[config.mk]
export PLATFORM = sky130hd
export DESIGN_NAME = interrupt_subsystem
export DESIGN_NICKNAME = d
export VERILOG_FILES = /design/src/interrupt_pkg.sv /design/src/bus_connector.sv /design/src/input_lines.sv /design/src/clock_timer.sv /design/src/interrupt_arbiter.sv /design/src/interrupt_subsystem.sv
export SDC_FILE = /design/constraint.sdc
export NUM_CORES = 1
export LEC_CHECK = 0
export BUFFER_PORTS_ARGS = -buffer_cell sky130_fd_sc_hd__buf_2
export CAP_MARGIN = 20
export CORE_MARGIN = 2
export CORE_UTILIZATION = 57
export DETAILED_ROUTE_END_ITERATION = 7
export PLACE_DENSITY_LB_ADDON = 0.2
export SYNTH_ARGS = -nofsm -noshare
export SYNTH_HDL_FRONTEND = slang
export SYNTH_HIERARCHICAL = 1
export SYNTH_SLANG_ARGS = --single-unit
[constraint.sdc]
create_clock -name clk -period 2.1 [get_ports clk]
set_input_delay 0.105 -clock clk [delete_from_list [all_inputs] [get_ports clk]]
set_output_delay 0.105 -clock clk [all_outputs]
set_load 0.01 [all_outputs]
[src/interrupt_pkg.sv]
package interrupt_pkg;

  // --------------------------------------------------------------------------
  // savestate bus
  // --------------------------------------------------------------------------

  typedef logic [7:0]  ss_addr_t;
  typedef logic [31:0] ss_data_t;

  // one slot per block with state
  localparam ss_addr_t SS_INPUT   = 8'h10;
  localparam ss_addr_t SS_TIMER   = 8'h11;
  localparam ss_addr_t SS_ARBITER = 8'h12;

  // single-cycle addressed command, no back-pressure
  typedef struct packed {
    ss_data_t data;
    ss_addr_t addr;
    logic     wren;
    logic     bus_reset;
  } ss_bus_t;

  // --------------------------------------------------------------------------
  // interrupt factors
  // --------------------------------------------------------------------------

  // bit 0 is K0, bit 1 is K1
  typedef logic [1:0] input_factor_t;

  // bit 0 is the fastest timer tick
  typedef logic [3:0] timer_factor_t;

  typedef struct packed {
    input_factor_t inputs;
    timer_factor_t timer;
  } factor_set_t;

  typedef logic [2:0] irq_vector_t;

  typedef enum logic [1:0] {
    ARB_IDLE,
    ARB_PENDING,
    ARB_ACK_WAIT
  } arb_state_t;

endpackage

[src/bus_connector.sv]
`timescale 1ns/1ps

module bus_connector
  import interrupt_pkg::*;
#(
  parameter ss_addr_t ADDRESS       = '0,
  parameter ss_data_t DEFAULT_VALUE = '0
) (
  input  logic     clk,

  input  ss_bus_t  ss_bus,
  output ss_data_t bus_out,

  input  ss_data_t current_data,
  output ss_data_t new_data
);

  ss_data_t stored;
  logic     selected;

  assign selected = (ss_bus.addr == ADDRESS);

  // the stored word is what the block reloads while its reset is held
  always_ff @(posedge clk) begin
    if (ss_bus.bus_reset) begin
      stored <= DEFAULT_VALUE;
    end else if (ss_bus.wren && selected) begin
      stored <= ss_bus.data;
    end
  end

  assign new_data = stored;

  // readback shows the live block state, not the stored word
  assign bus_out = selected ? current_data : '0;

endmodule

[src/input_lines.sv]
`timescale 1ns/1ps

module input_lines
  import interrupt_pkg::*;
(
  input  logic          clk,
  input  logic          clk_en,
  input  logic          reset,

  input  logic [3:0]    input_k0,
  input  logic [3:0]    input_k1,

  input  logic [3:0]    input_relation_k0,
  input  logic [3:0]    input_k0_mask,
  input  logic [3:0]    input_k1_mask,

  input  logic          reset_factor,
  output input_factor_t factor_flags,

  input  ss_bus_t       ss_bus,
  output ss_data_t      ss_bus_out
);

  logic [3:0] prev_k0;
  logic [3:0] prev_k1;
  logic [3:0] k0_rise;
  logic [3:0] k0_fall;
  logic [3:0] k0_edge;
  logic [3:0] k1_edge;
  ss_data_t   ss_current;
  ss_data_t   ss_new;

  // --------------------------------------------------------------------------
  // edge detection
  // --------------------------------------------------------------------------

  assign k0_rise = input_k0 & ~prev_k0;
  assign k0_fall = ~input_k0 & prev_k0;

  // relation high picks the falling edge for that K0 line
  assign k0_edge = input_k0_mask &
                   ((input_relation_k0 & k0_fall) | (~input_relation_k0 & k0_rise));

  // K1 lines only ever trigger on a falling edge
  assign k1_edge = input_k1_mask & ~input_k1 & prev_k1;

  // --------------------------------------------------------------------------
  // sticky flags
  // --------------------------------------------------------------------------

  always_ff @(posedge clk) begin
    if (reset) begin
      factor_flags <= ss_new[1:0];
      // no edge is seen on the first cycle out of reset
      prev_k0      <= input_k0;
      prev_k1      <= input_k1;
    end else if (clk_en) begin
      prev_k0 <= input_k0;
      prev_k1 <= input_k1;
      if (reset_factor) begin
        factor_flags <= '0;
      end else begin
        factor_flags <= factor_flags | {|k1_edge, |k0_edge};
      end
    end
  end

  assign ss_current = {30'b0, factor_flags};

  bus_connector #(
    .ADDRESS       (SS_INPUT),
    .DEFAULT_VALUE ('0)
  ) u_bus_connector (
    .clk          (clk),
    .ss_bus       (ss_bus),
    .bus_out      (ss_bus_out),
    .current_data (ss_current),
    .new_data     (ss_new)
  );

  // a flag that goes up must have been set on a counted cycle
  assert property (@(posedge clk) disable iff (reset)
    !clk_en |=> (factor_flags & ~$past(factor_flags)) == '0)
    else $error("input factor flag rose on a cycle without clk_en");

endmodule

[src/clock_timer.sv]
`timescale 1ns/1ps

module clock_timer
  import interrupt_pkg::*;
#(
  parameter int TICK_DIV = 256
) (
  input  logic          clk,
  input  logic          clk_en,
  input  logic          reset,

  input  logic          reset_factor,
  output timer_factor_t factor_flags,

  input  ss_bus_t       ss_bus,
  output ss_data_t      ss_bus_out
);

  localparam int PRE_W = (TICK_DIV > 1) ? $clog2(TICK_DIV) : 1;

  logic [PRE_W-1:0] prescaler;
  logic [3:0]       divider;
  logic             base_tick;
  timer_factor_t    tick;
  ss_data_t         ss_current;
  ss_data_t         ss_new;

  // --------------------------------------------------------------------------
  // prescaler and ripple divider
  // --------------------------------------------------------------------------

  // one strobe every TICK_DIV clk_en pulses
  assign base_tick = clk_en && (int'(prescaler) == TICK_DIV - 1);

  // stage n fires when all lower divider stages are about to roll over,
  // which gives a period of TICK_DIV * 2**n pulses
  always_comb begin
    tick[0] = base_tick;
    tick[1] = base_tick & divider[0];
    tick[2] = base_tick & (&divider[1:0]);
    tick[3] = base_tick & (&divider[2:0]);
  end

  always_ff @(posedge clk) begin
    if (reset) begin
      factor_flags <= ss_new[3:0];
      divider      <= ss_new[7:4];
      prescaler    <= ss_new[8 +: PRE_W];
    end else if (clk_en) begin
      if (reset_factor) begin
        // clearing the factors also restarts the divider chain
        factor_flags <= '0;
        divider      <= '0;
        prescaler    <= '0;
      end else begin
        factor_flags <= factor_flags | tick;
        if (base_tick) begin
          prescaler <= '0;
          divider   <= divider + 1'b1;
        end else begin
          prescaler <= prescaler + 1'b1;
        end
      end
    end
  end

  // --------------------------------------------------------------------------
  // savestate slot
  // --------------------------------------------------------------------------

  // flags in [3:0], divider in [7:4], prescaler from bit 8 up
  always_comb begin
    ss_current               = '0;
    ss_current[3:0]          = factor_flags;
    ss_current[7:4]          = divider;
    ss_current[8 +: PRE_W]   = prescaler;
  end

  bus_connector #(
    .ADDRESS       (SS_TIMER),
    .DEFAULT_VALUE ('0)
  ) u_bus_connector (
    .clk          (clk),
    .ss_bus       (ss_bus),
    .bus_out      (ss_bus_out),
    .current_data (ss_current),
    .new_data     (ss_new)
  );

  // a restored or running prescaler stays inside one tick period
  assert property (@(posedge clk) disable iff (reset)
    int'(prescaler) < TICK_DIV)
    else $error("timer prescaler passed TICK_DIV");

endmodule

[src/interrupt_arbiter.sv]
`timescale 1ns/1ps

module interrupt_arbiter
  import interrupt_pkg::*;
(
  input  logic        clk,
  input  logic        clk_en,
  input  logic        reset,

  input  factor_set_t factors,
  input  logic [5:0]  enable_mask,

  input  logic        irq_ack,
  output logic        irq,
  output irq_vector_t irq_vector,

  input  ss_bus_t     ss_bus,
  output ss_data_t    ss_bus_out
);

  arb_state_t  state;
  logic [5:0]  request;
  irq_vector_t next_vector;
  ss_data_t    ss_current;
  ss_data_t    ss_new;

  // bit position is the vector number, timer bit 3 ranks above bit 0
  assign request = enable_mask & {factors.timer[0], factors.timer[1],
                                  factors.timer[2], factors.timer[3],
                                  factors.inputs[1], factors.inputs[0]};

  // the lowest set request bit wins
  always_comb begin
    next_vector = '0;
    for (int i = 5; i >= 0; i--) begin
      if (request[i]) begin
        next_vector = irq_vector_t'(i);
      end
    end
  end

  always_ff @(posedge clk) begin
    if (reset) begin
      state      <= arb_state_t'(ss_new[1:0]);
      irq_vector <= ss_new[4:2];
      irq        <= ss_new[5];
    end else if (clk_en) begin
      case (state)
        ARB_IDLE: begin
          if (|request) begin
            state      <= ARB_PENDING;
            irq        <= 1'b1;
            irq_vector <= next_vector;
          end
        end
        ARB_PENDING: begin
          if (irq_ack) begin
            state <= ARB_ACK_WAIT;
            irq   <= 1'b0;
          end
        end
        // one cycle for the handler to clear the factor it took
        ARB_ACK_WAIT: state <= ARB_IDLE;
        default: begin
          state <= ARB_IDLE;
          irq   <= 1'b0;
        end
      endcase
    end
  end

  assign ss_current = {26'b0, irq, irq_vector, state};

  bus_connector #(
    .ADDRESS       (SS_ARBITER),
    .DEFAULT_VALUE ('0)
  ) u_bus_connector (
    .clk          (clk),
    .ss_bus       (ss_bus),
    .bus_out      (ss_bus_out),
    .current_data (ss_current),
    .new_data     (ss_new)
  );

  // also catches an inconsistent restore from the savestate
  assert property (@(posedge clk) disable iff (reset)
    irq |-> state == ARB_PENDING)
    else $error("irq high outside ARB_PENDING");

  assert property (@(posedge clk) disable iff (reset)
    irq && $past(irq) |-> $stable(irq_vector))
    else $error("irq_vector changed while irq was held");

endmodule

[src/interrupt_subsystem.sv]
`timescale 1ns/1ps

module interrupt_subsystem
  import interrupt_pkg::*;
#(
  parameter int TICK_DIV = 256
) (
  input  logic          clk,
  input  logic          clk_en,
  input  logic          reset,

  // input ports and their configuration
  input  logic [3:0]    input_k0,
  input  logic [3:0]    input_k1,
  input  logic [3:0]    input_relation_k0,
  input  logic [3:0]    input_k0_mask,
  input  logic [3:0]    input_k1_mask,

  input  logic          reset_input_factor,
  input  logic          reset_timer_factor,

  // interrupt request to the core
  input  logic [5:0]    enable_mask,
  input  logic          irq_ack,
  output logic          irq,
  output irq_vector_t   irq_vector,

  output input_factor_t input_factor,
  output timer_factor_t timer_factor,

  input  ss_bus_t       ss_bus,
  output ss_data_t      ss_bus_out
);

  factor_set_t factors;
  ss_data_t    ss_out_input;
  ss_data_t    ss_out_timer;
  ss_data_t    ss_out_arbiter;

  // --------------------------------------------------------------------------
  // factor sources
  // --------------------------------------------------------------------------

  input_lines u_input_lines (
    .clk               (clk),
    .clk_en            (clk_en),
    .reset             (reset),
    .input_k0          (input_k0),
    .input_k1          (input_k1),
    .input_relation_k0 (input_relation_k0),
    .input_k0_mask     (input_k0_mask),
    .input_k1_mask     (input_k1_mask),
    .reset_factor      (reset_input_factor),
    .factor_flags      (input_factor),
    .ss_bus            (ss_bus),
    .ss_bus_out        (ss_out_input)
  );

  clock_timer #(
    .TICK_DIV (TICK_DIV)
  ) u_clock_timer (
    .clk          (clk),
    .clk_en       (clk_en),
    .reset        (reset),
    .reset_factor (reset_timer_factor),
    .factor_flags (timer_factor),
    .ss_bus       (ss_bus),
    .ss_bus_out   (ss_out_timer)
  );

  // --------------------------------------------------------------------------
  // arbitration
  // --------------------------------------------------------------------------

  assign factors.inputs = input_factor;
  assign factors.timer  = timer_factor;

  interrupt_arbiter u_interrupt_arbiter (
    .clk         (clk),
    .clk_en      (clk_en),
    .reset       (reset),
    .factors     (factors),
    .enable_mask (enable_mask),
    .irq_ack     (irq_ack),
    .irq         (irq),
    .irq_vector  (irq_vector),
    .ss_bus      (ss_bus),
    .ss_bus_out  (ss_out_arbiter)
  );

  // only the addressed slot drives a nonzero readback
  assign ss_bus_out = ss_out_input | ss_out_timer | ss_out_arbiter;

endmodule

==> impl_metrics.toml, run 1 <==
[clock_tree]
cts_resized = 0
clock-sinks = 56
cts_tree = "done"
clk_latency_ns = 0.31
h-tree-depth = 2
numCtsBuffers = 5
holdBufCountCts = 5
cts_max_path_buffers = 2
clk_pin_slew_ns = 0.09
root_buffer = "clkbuf_8"
cts_setup_buffers = 0

[drt]
vias = 3267
wirelength_um = 8390
dr.pass1.iters = 4
drt.antenna.violating_nets = 0
drtIter0Drc = 148
drc = 0
wl_per_cell_um = 13.0
vias_per_cell = 5.07

[die]
io_pins = 116
start_util_pct = 59.6
coreArea_um2 = 6460
rows = 29
fp.dieW_um = 86.2
fp.dieH_um = 86.2
die_area_um2 = 7430

[sta]
tightest_slew_ns = 0.523
setup_violations = 0
fin_skew_ns = 0.0119
period_needed_ns = 1.75
setup_tns_ns = 0
clock.fmax_mhz = 571
rsz0062_at_grt = "no"
drv_slew = 0
holdWs_ns = 0.00704
finalHoldViolCount = 0
finalWorstSetupSlack_ns = 0.348
slew_headroom_pct = 65.2
post-route-period-util_pct = 83.4

[synth]
syn_inst = 425
syn-mean-instance-area_um2 = 9.06
yosys_warnings = 6
synthesis.area_um2 = 3850

[final_layout]
fillers = 529
post-route-util_pct = 72.0
drive_gt1_share_pct = 20.3
layout_common_cells = "83 x buf_2, 72 x conb_1, 66 x and2_1, 53 x nand2b_1"
antenna_cells = 0
area_delta_synth_final_pct = 20.7
final_common_cell = "buf_2"
finalNetCount = 643

[global_routing]
grt_max_degree = 49
grt_pass1_vias = 2961
global_route.overflow_total = 0
grt_usage_pct = 22.4
grt_pass1_wl_um = 13500
antenna_found_initial = 0

[min_path]
min_path_type = "input pin to register"

[worst_setup_path]
critPathRequiredTime_ns = 2.00
crit_chain = "buf_2 > or4_4 > nor2_1 > and2_1 > or3_1 > buf_2"
cp_max_fo = 9
cp_slowest_stage_delay_ns = 0.56
cp-start-kind = "input pin"
crit_arrival_ns = 1.65
end_kind = "output pin"
setup.worst_path.class = "input pin to output pin"
crit_slowest_cell = "or4_4"
cp_common_cell = "buf_2"

[power_and_ir_drop]
finalPower_w = 0.00218
p_per_area_nw_per_um2 = 469
power.ir.vdd_worst_v = 0.000378
p_leak_nw = 2.28

[run_status]
status = "completed"

[place]
gp_congestion = 0.854
port_buffers = 83
pre_cts_slack_ns = 0.352
hpwl_um = 6400

[flow_run]
max_cap_violations = 0
==> sequential cells by signal (all words and copies together) (netlist names) <==
signal and cells:
u_interrupt_arbiter/u_bus_connector/new_data 6, u_input_lines/u_bus_connector/new_data 2, u_input_lines/prev_k0 4, u_clock_timer/divider 4, u_input_lines/factor_flags 2, u_clock_timer/factor_flags 4
u_input_lines/prev_k1 4, u_clock_timer/prescaler 8, u_interrupt_arbiter/irq_vector 3, u_interrupt_arbiter/irq 1, u_clock_timer/u_bus_connector/new_data 16, u_interrupt_arbiter/state 2
==> worst paths after layout <==
kind | end | slack [ns] | startpoint | depth (start not counted)
worst min register to register | u_clock_timer/u_bus_connector/new_data[13] | 0.49 | u_clock_timer/u_bus_connector/new_data[13] | 2
worst max-delay path | ss_bus_out[1] | 0.35 | ss_bus[9] | 6
worst min-delay path | u_input_lines/prev_k0[0] | 0.007 | input_k0[0] | 1
worst max register to register | u_clock_timer/divider[0] | 0.42 | u_clock_timer/prescaler[0] | 4
==> report_power, final <==
part           total [W]  switching (W)  internal (W)
Clock           0.000590       0.000330      0.000260
Combinational   0.000314       0.000168      0.000146
Sequential       0.00128      0.0000521       0.00123
Total            0.00218       0.000550       0.00163
==> per-stage QoR <==
step	cells	instance area [µm²]
finish	644	4650
global route	644	4650
floorplan	494	4110
CTS	643	4640
detailed placement	630	4500
global placement	630	4500
==> worst max-delay path: cells and delay by family <==
family	cells	cell delay [ns]
buf+inv	2	0.26
simple gates	4	1.29
==> final cells by class <==
type / instances / area [µm²] / share of cell area (%)
inverters: 2 / 7.51 / 0.161
flip-flops and latches: 56 / 1440 / 31.0
clock buffers: 6 / 82.6 / 1.78
repair buffers: 97 / 536 / 11.5
clock inverters: 2 / 7.51 / 0.161
well taps: 77 / 96.3 / 2.07
multi-input cells: 404 / 2480 / 53.3
==> layer usage <==
layer	up-vias	part of all wire (%)	GRT usage [%]
li1	1689	-	-
met1	1464	45	29.3
met2	102	47	37.5
met3	12	6.1	4.48
met4	0	1.6	7.24
met5	-	0	0
(Power assumes the default switching activity.)
==> inputs of run 2 (changes only) <==
--- a/config.mk
+++ b/config.mk
@@ -5,6 +5,7 @@
 export SDC_FILE = /design/constraint.sdc
 export NUM_CORES = 1
 export LEC_CHECK = 0
+export ABC_AREA = 1
 export BUFFER_PORTS_ARGS = -buffer_cell sky130_fd_sc_hd__buf_2
 export CAP_MARGIN = 20
 export CORE_MARGIN = 2
==> constraint.sdc (replaced) <==
create_clock -name clk -period 1.8 [get_ports clk]
set_input_delay 0.09 -clock clk [delete_from_list [all_inputs] [get_ports clk]]
set_output_delay 0.09 -clock clk [all_outputs]
set_load 0.01 [all_outputs]
==> run 2 against run 1 <==
Flip-flop and latch count unchanged. Die area is 12% higher. Critical path depth up 1. Worst hold slack better by 0.054 ns. First-iteration DRC count increased by 44%. Utilization is 2.5 points lower. Critical endpoint is now u_clock_timer/divider[0]. Clock power is 16% higher. Global-route usage down 1.3 points. Critical path type is now register to register.
==> impl_metrics.toml, run 2 <==
[run_status]
status = "completed"

[worst_setup_path]
cp-start-kind = "register"
crit_chain = "ha_1 > nand2_2 > nor2_8 > nand2_4 > nand2_4 > inv_2 > a21oi_2"
r2r_cells = 7
crit_arrival_ns = 1.67
cp_slowest_stage_delay_ns = 0.43
cp_max_fo = 6
cp_common_cell = "nand2_4"
setup.worst_path.class = "register to register"
critPathRequiredTime_ns = 1.79
end_kind = "register"
crit_slowest_cell = "edfxtp_1"

[sta]
drv_slew = 0
slew_headroom_pct = 62.9
clock.fmax_mhz = 597
tightest_slew_ns = 0.556
period_needed_ns = 1.68
setup_violations = 0
holdWs_ns = 0.0609
post-route-period-util_pct = 93.1
rsz0062_at_grt = "no"
fin_skew_ns = 0.00486
setup_tns_ns = 0
finalHoldViolCount = 0

[final_layout]
largest_reg_flops = 16
finalNetCount = 924
area_delta_synth_final_pct = 17.0
final_common_cell = "inv_1"
drive_gt1_share_pct = 14.0
layout_common_cells = "180 x inv_1, 177 x nor2_1, 139 x nand2_1, 83 x buf_2, 72 x conb_1"
antenna_cells = 0
fillers = 665

[die]
start_util_pct = 59.4
die_area_um2 = 8310
coreArea_um2 = 7290
fp.dieH_um = 91.2
rows = 31
io_pins = 116
fp.dieW_um = 91.2

[drt]
drt.antenna.violating_nets = 0
vias = 4124
vias_per_cell = 4.35
wirelength_um = 8680
drtIter0Drc = 213
wl_per_cell_um = 9.17
dr.pass1.iters = 5
drc = 0

[clock_tree]
cts_tree = "done"
clk_pin_slew_ns = 0.09
cts_setup_buffers = 0
clock-sinks = 56
numCtsBuffers = 5
clk_latency_ns = 0.30
cts_max_path_buffers = 2
root_buffer = "clkbuf_8"
h-tree-depth = 2

[place]
gp_congestion = 0.859
port_buffers = 83
hpwl_um = 6690

[synth]
synthesis.area_um2 = 4330
syn_inst = 712
yosys_warnings = 6
syn-mean-instance-area_um2 = 6.08

[power_and_ir_drop]
p_leak_nw = 2.68
p_per_area_nw_per_um2 = 516
power.ir.vdd_worst_v = 0.000434

[global_routing]
grt_pass1_vias = 3675
global_route.overflow_total = 0
grt_pass1_wl_um = 14900
antenna_found_initial = 0
grt_usage_pct = 21.1
grt_max_degree = 33

[min_path]
min_path_cells = 4
min_path_type = "input pin to register"

[flow_run]
max_cap_violations = 0
[run 2: layer usage]
| metal | track usage, % | wire length, µm |
|---|---|---|
| met1 | 25.9 | 3910 |
| met2 | 38.4 | 4160 |
| met3 | 3.15 | 487 |
| met4 | 5.68 | 121 |
| met5 | 0 | 0 |
[run 2: critical path: cells and delay by family, from the launching register on]
kind | cells | cell delay [ns]
DFF | 1 | 0.43
and+or+nand+nor | 4 | 0.43
adders and majority gates | 1 | 0.23
AOI/OAI and AO/OA | 1 | 0.22
buffers and inverters | 1 | 0.05
[run 2: where the power goes]
part / internal, W / switching (W) / total, W
clock network: 0.000315 / 0.000370 / 0.000685
registers: 0.00143 / 0.0000578 / 0.00149
logic: 0.000173 / 0.000269 / 0.000442
[run 2: per-stage QoR]
step                      total power (W)  cell area (µm²)  setup slack [ns]  util [%]  instances
after floorplan                   0.00179             4590             0.305         -        781
after global placement            0.00192             4900             0.210      67.2        931
after detailed placement          0.00194             4900             0.149      67.2        931
after CTS                         0.00263             5070             0.135      69.5        947
after global routing              0.00275             5070            0.0336      69.5        947
final                             0.00262             5070             0.124      69.5        947
[run 2: final timing paths]
kind / endpoint / from / slack, ns
worst max register to register: u_clock_timer/divider[0] / u_clock_timer/prescaler[0] / 0.12
worst min-delay path: u_input_lines/u_bus_connector/new_data[1] / ss_bus[0] / 0.06
worst min register to register: u_clock_timer/u_bus_connector/new_data[13] / u_clock_timer/u_bus_connector/new_data[13] / 0.49
worst max-delay path: u_clock_timer/divider[0] / u_clock_timer/prescaler[0] / 0.12
[run 2: what timing repair did]
item                                   CTS  global route
hold buffers                             8             0
resized for setup                        0             0
endpoints found under the hold margin    8             0
[run 2: cell type report]
cell class	instances	area [µm²]	area share, %
multi-input cells	501	2170	42.8
well taps	99	124	2.44
inverters	186	706	13.9
clock buffers	8	90.1	1.78
repair buffers	97	541	10.7
flip-flops and latches	56	1440	28.4
==> inputs of run 3 (changes only) <==
--- a/config.mk
+++ b/config.mk
@@ -10,6 +10,7 @@
 export CAP_MARGIN = 20
 export CORE_MARGIN = 2
 export CORE_UTILIZATION = 57
+export CTS_BUF_LIST = sky130_fd_sc_hd__clkbuf_4
 export DETAILED_ROUTE_END_ITERATION = 7
 export PLACE_DENSITY_LB_ADDON = 0.2
 export SYNTH_ARGS = -nofsm -noshare
==> run 3 against run 2 <==
Clock-buffer cell count shrank 1. Final area is 0.47% lower. Via count down 1.4%. Largest cell class unchanged. Maximum frequency fell by 0.37%. First-iteration DRC count shrank 9.4%. Clock power fell by 22%. Critical path depth did not move. Power fell by 5.9%. Setup slack worse by 0.0062 ns. Critical endpoint is now u_clock_timer/divider[1]. Sequential power barely moved. Clock skew up 0.0023 ns.
==> impl_metrics.toml, run 3 (synthesized netlist as in run 2, its figures left out) <==
[run_status]
status = "completed"

[worst_setup_path]
reg2reg_slack_ns = 0.12
crit_chain = "ha_1 > nand2_2 > nor2_8 > nand2_4 > nand2_4 > inv_2 > a21oi_2"
crit_slowest_cell = "edfxtp_1"
critPathRequiredTime_ns = 1.86
crit_path_start = "u_clock_timer/prescaler[0]"
cp_slowest_stage_delay_ns = 0.45
crit_arrival_ns = 1.75
cp_common_cell = "nand2_4"
cp_max_fo = 6
setup.worst_path.class = "register to register"
cp-start-kind = "register"
r2r-start = "u_clock_timer/prescaler[0]"
end_kind = "register"

[global_routing]
antenna_found_initial = 0
grt_max_degree = 33
grt_usage_pct = 21.1
grt_pass1_wl_um = 15000
global_route.overflow_total = 0
grt_pass1_vias = 3694

[clock_tree]
root_buffer = "clkbuf_4"
cts_setup_buffers = 0
clk_pin_slew_ns = 0.14
numCtsBuffers = 5
cts_max_path_buffers = 2
h-tree-depth = 2
clock-sinks = 56
cts_tree = "done"
clk_latency_ns = 0.36

[die]
die_area_um2 = 8310
fp.dieH_um = 91.2
coreArea_um2 = 7290
start_util_pct = 59.4
io_pins = 116
fp.dieW_um = 91.2
rows = 31

[min_path]
worstHoldStart = "ss_bus[22]"
min_path_type = "input pin to register"

[power_and_ir_drop]
p_per_area_nw_per_um2 = 488
power.ir.vdd_worst_v = 0.000400
seq_power_share_pct = 60.5
intPower_w = 0.00179
pwr-share-comb_pct = 18.0
p_leak_nw = 2.68
finalPower_w = 0.00246
pwr-share-clk_pct = 21.6
p_switching_w = 0.000674
swShare_pct = 27.4

[final_layout]
largest_reg_flops = 16
drive_gt1_share_pct = 14.1
post-route-util_pct = 69.2
final_common_cell = "inv_1"
antenna_cells = 0
area_delta_synth_final_pct = 16.5
finalNetCount = 925
layout_common_cells = "180 x inv_1, 177 x nor2_1, 139 x nand2_1, 83 x buf_2, 72 x conb_1"

[sta]
setup_tns_ns = 0
post-route-period-util_pct = 93.4
slew_headroom_pct = 63.7
fin_skew_ns = 0.00716
rsz0062_at_grt = "no"
period_needed_ns = 1.68
finalHoldViolCount = 0
tightest_slew_ns = 0.543
setup_violations = 0
drv_slew = 0
clock.fmax_mhz = 595

[place]
hpwl_um = 6690
gp_congestion = 0.859
port_buffers = 83

[drt]
wl_per_cell_um = 9.11
vias_per_cell = 4.29
drc = 0
wirelength_um = 8640
drtIter0Drc = 193
dr.pass1.iters = 4
drt.antenna.violating_nets = 0
vias = 4066

[flow_run]
max_cap_violations = 0
run 3: critical path, delay by kind of cell, from the launching register on:
family / cells / cell delay [ns]
compound gates: 1 / 0.22
fa+ha+maj: 1 / 0.24
buf+inv: 1 / 0.05
flops: 1 / 0.45
simple gates: 4 / 0.43
run 3: power by group through the flow:
stage	clock [W]	combinational [W]	sequential [W]
final	0.000531	0.000442	0.00149
after global routing	0.000596	0.000508	0.00150
after CTS	0.000550	0.000436	0.00149
after detailed placement	0	0.000419	0.00152
after global placement	0	0.000409	0.00151
after floorplan	0	0.000277	0.00151
run 3: final timing paths:
check / to / cells after the start
hold / removal: u_clock_timer/u_bus_connector/new_data[12] / 5
setup reg to reg: u_clock_timer/divider[1] / 7
setup / recovery: u_clock_timer/divider[1] / 7
hold reg to reg: u_clock_timer/u_bus_connector/new_data[12] / 2
run 3: through the flow:
| step | std cells | instance area [µm²] | setup WS [ns] | hold WS [ns] |
|---|---|---|---|---|
| final | 948 | 5050 | 0.118 | 0.0428 |
| after global routing | 948 | 5050 | 0.0296 | 0.0319 |
| after CTS | 948 | 5050 | 0.131 | 0.0319 |
| after detailed placement | 931 | 4900 | 0.149 | 0.283 |
| after global placement | 931 | 4900 | 0.210 | 0.280 |
| after floorplan | 781 | 4590 | 0.305 | 0.189 |
run 3: layer usage:
metal  share of wire (%)  vias up  GRT usage, %
li1                    -     2254             -
met1                  46     1706          26.0
met2                  48       98          38.3
met3                 5.1        8          3.15
met4                 1.2        0          5.68
met5                   0        -             0
run 3: repair_timing:
action	CTS	global route
hold endpoints to repair	10	0
gates resized for setup	0	0
hold buffers	9	0
endpoints found under the setup margin	0	0
run 3: final cells by class:
| cell class | instances | area [µm²] |
|---|---|---|
| flip-flops and latches | 56 | 1440 |
| fillers | 668 | 2250 |
| clock inverters | 1 | 3.75 |
| multi-input cells | 501 | 2170 |
| inverters | 186 | 706 |
| clock buffers | 7 | 52.6 |
| well taps | 99 | 124 |
| repair buffers | 98 | 551 |
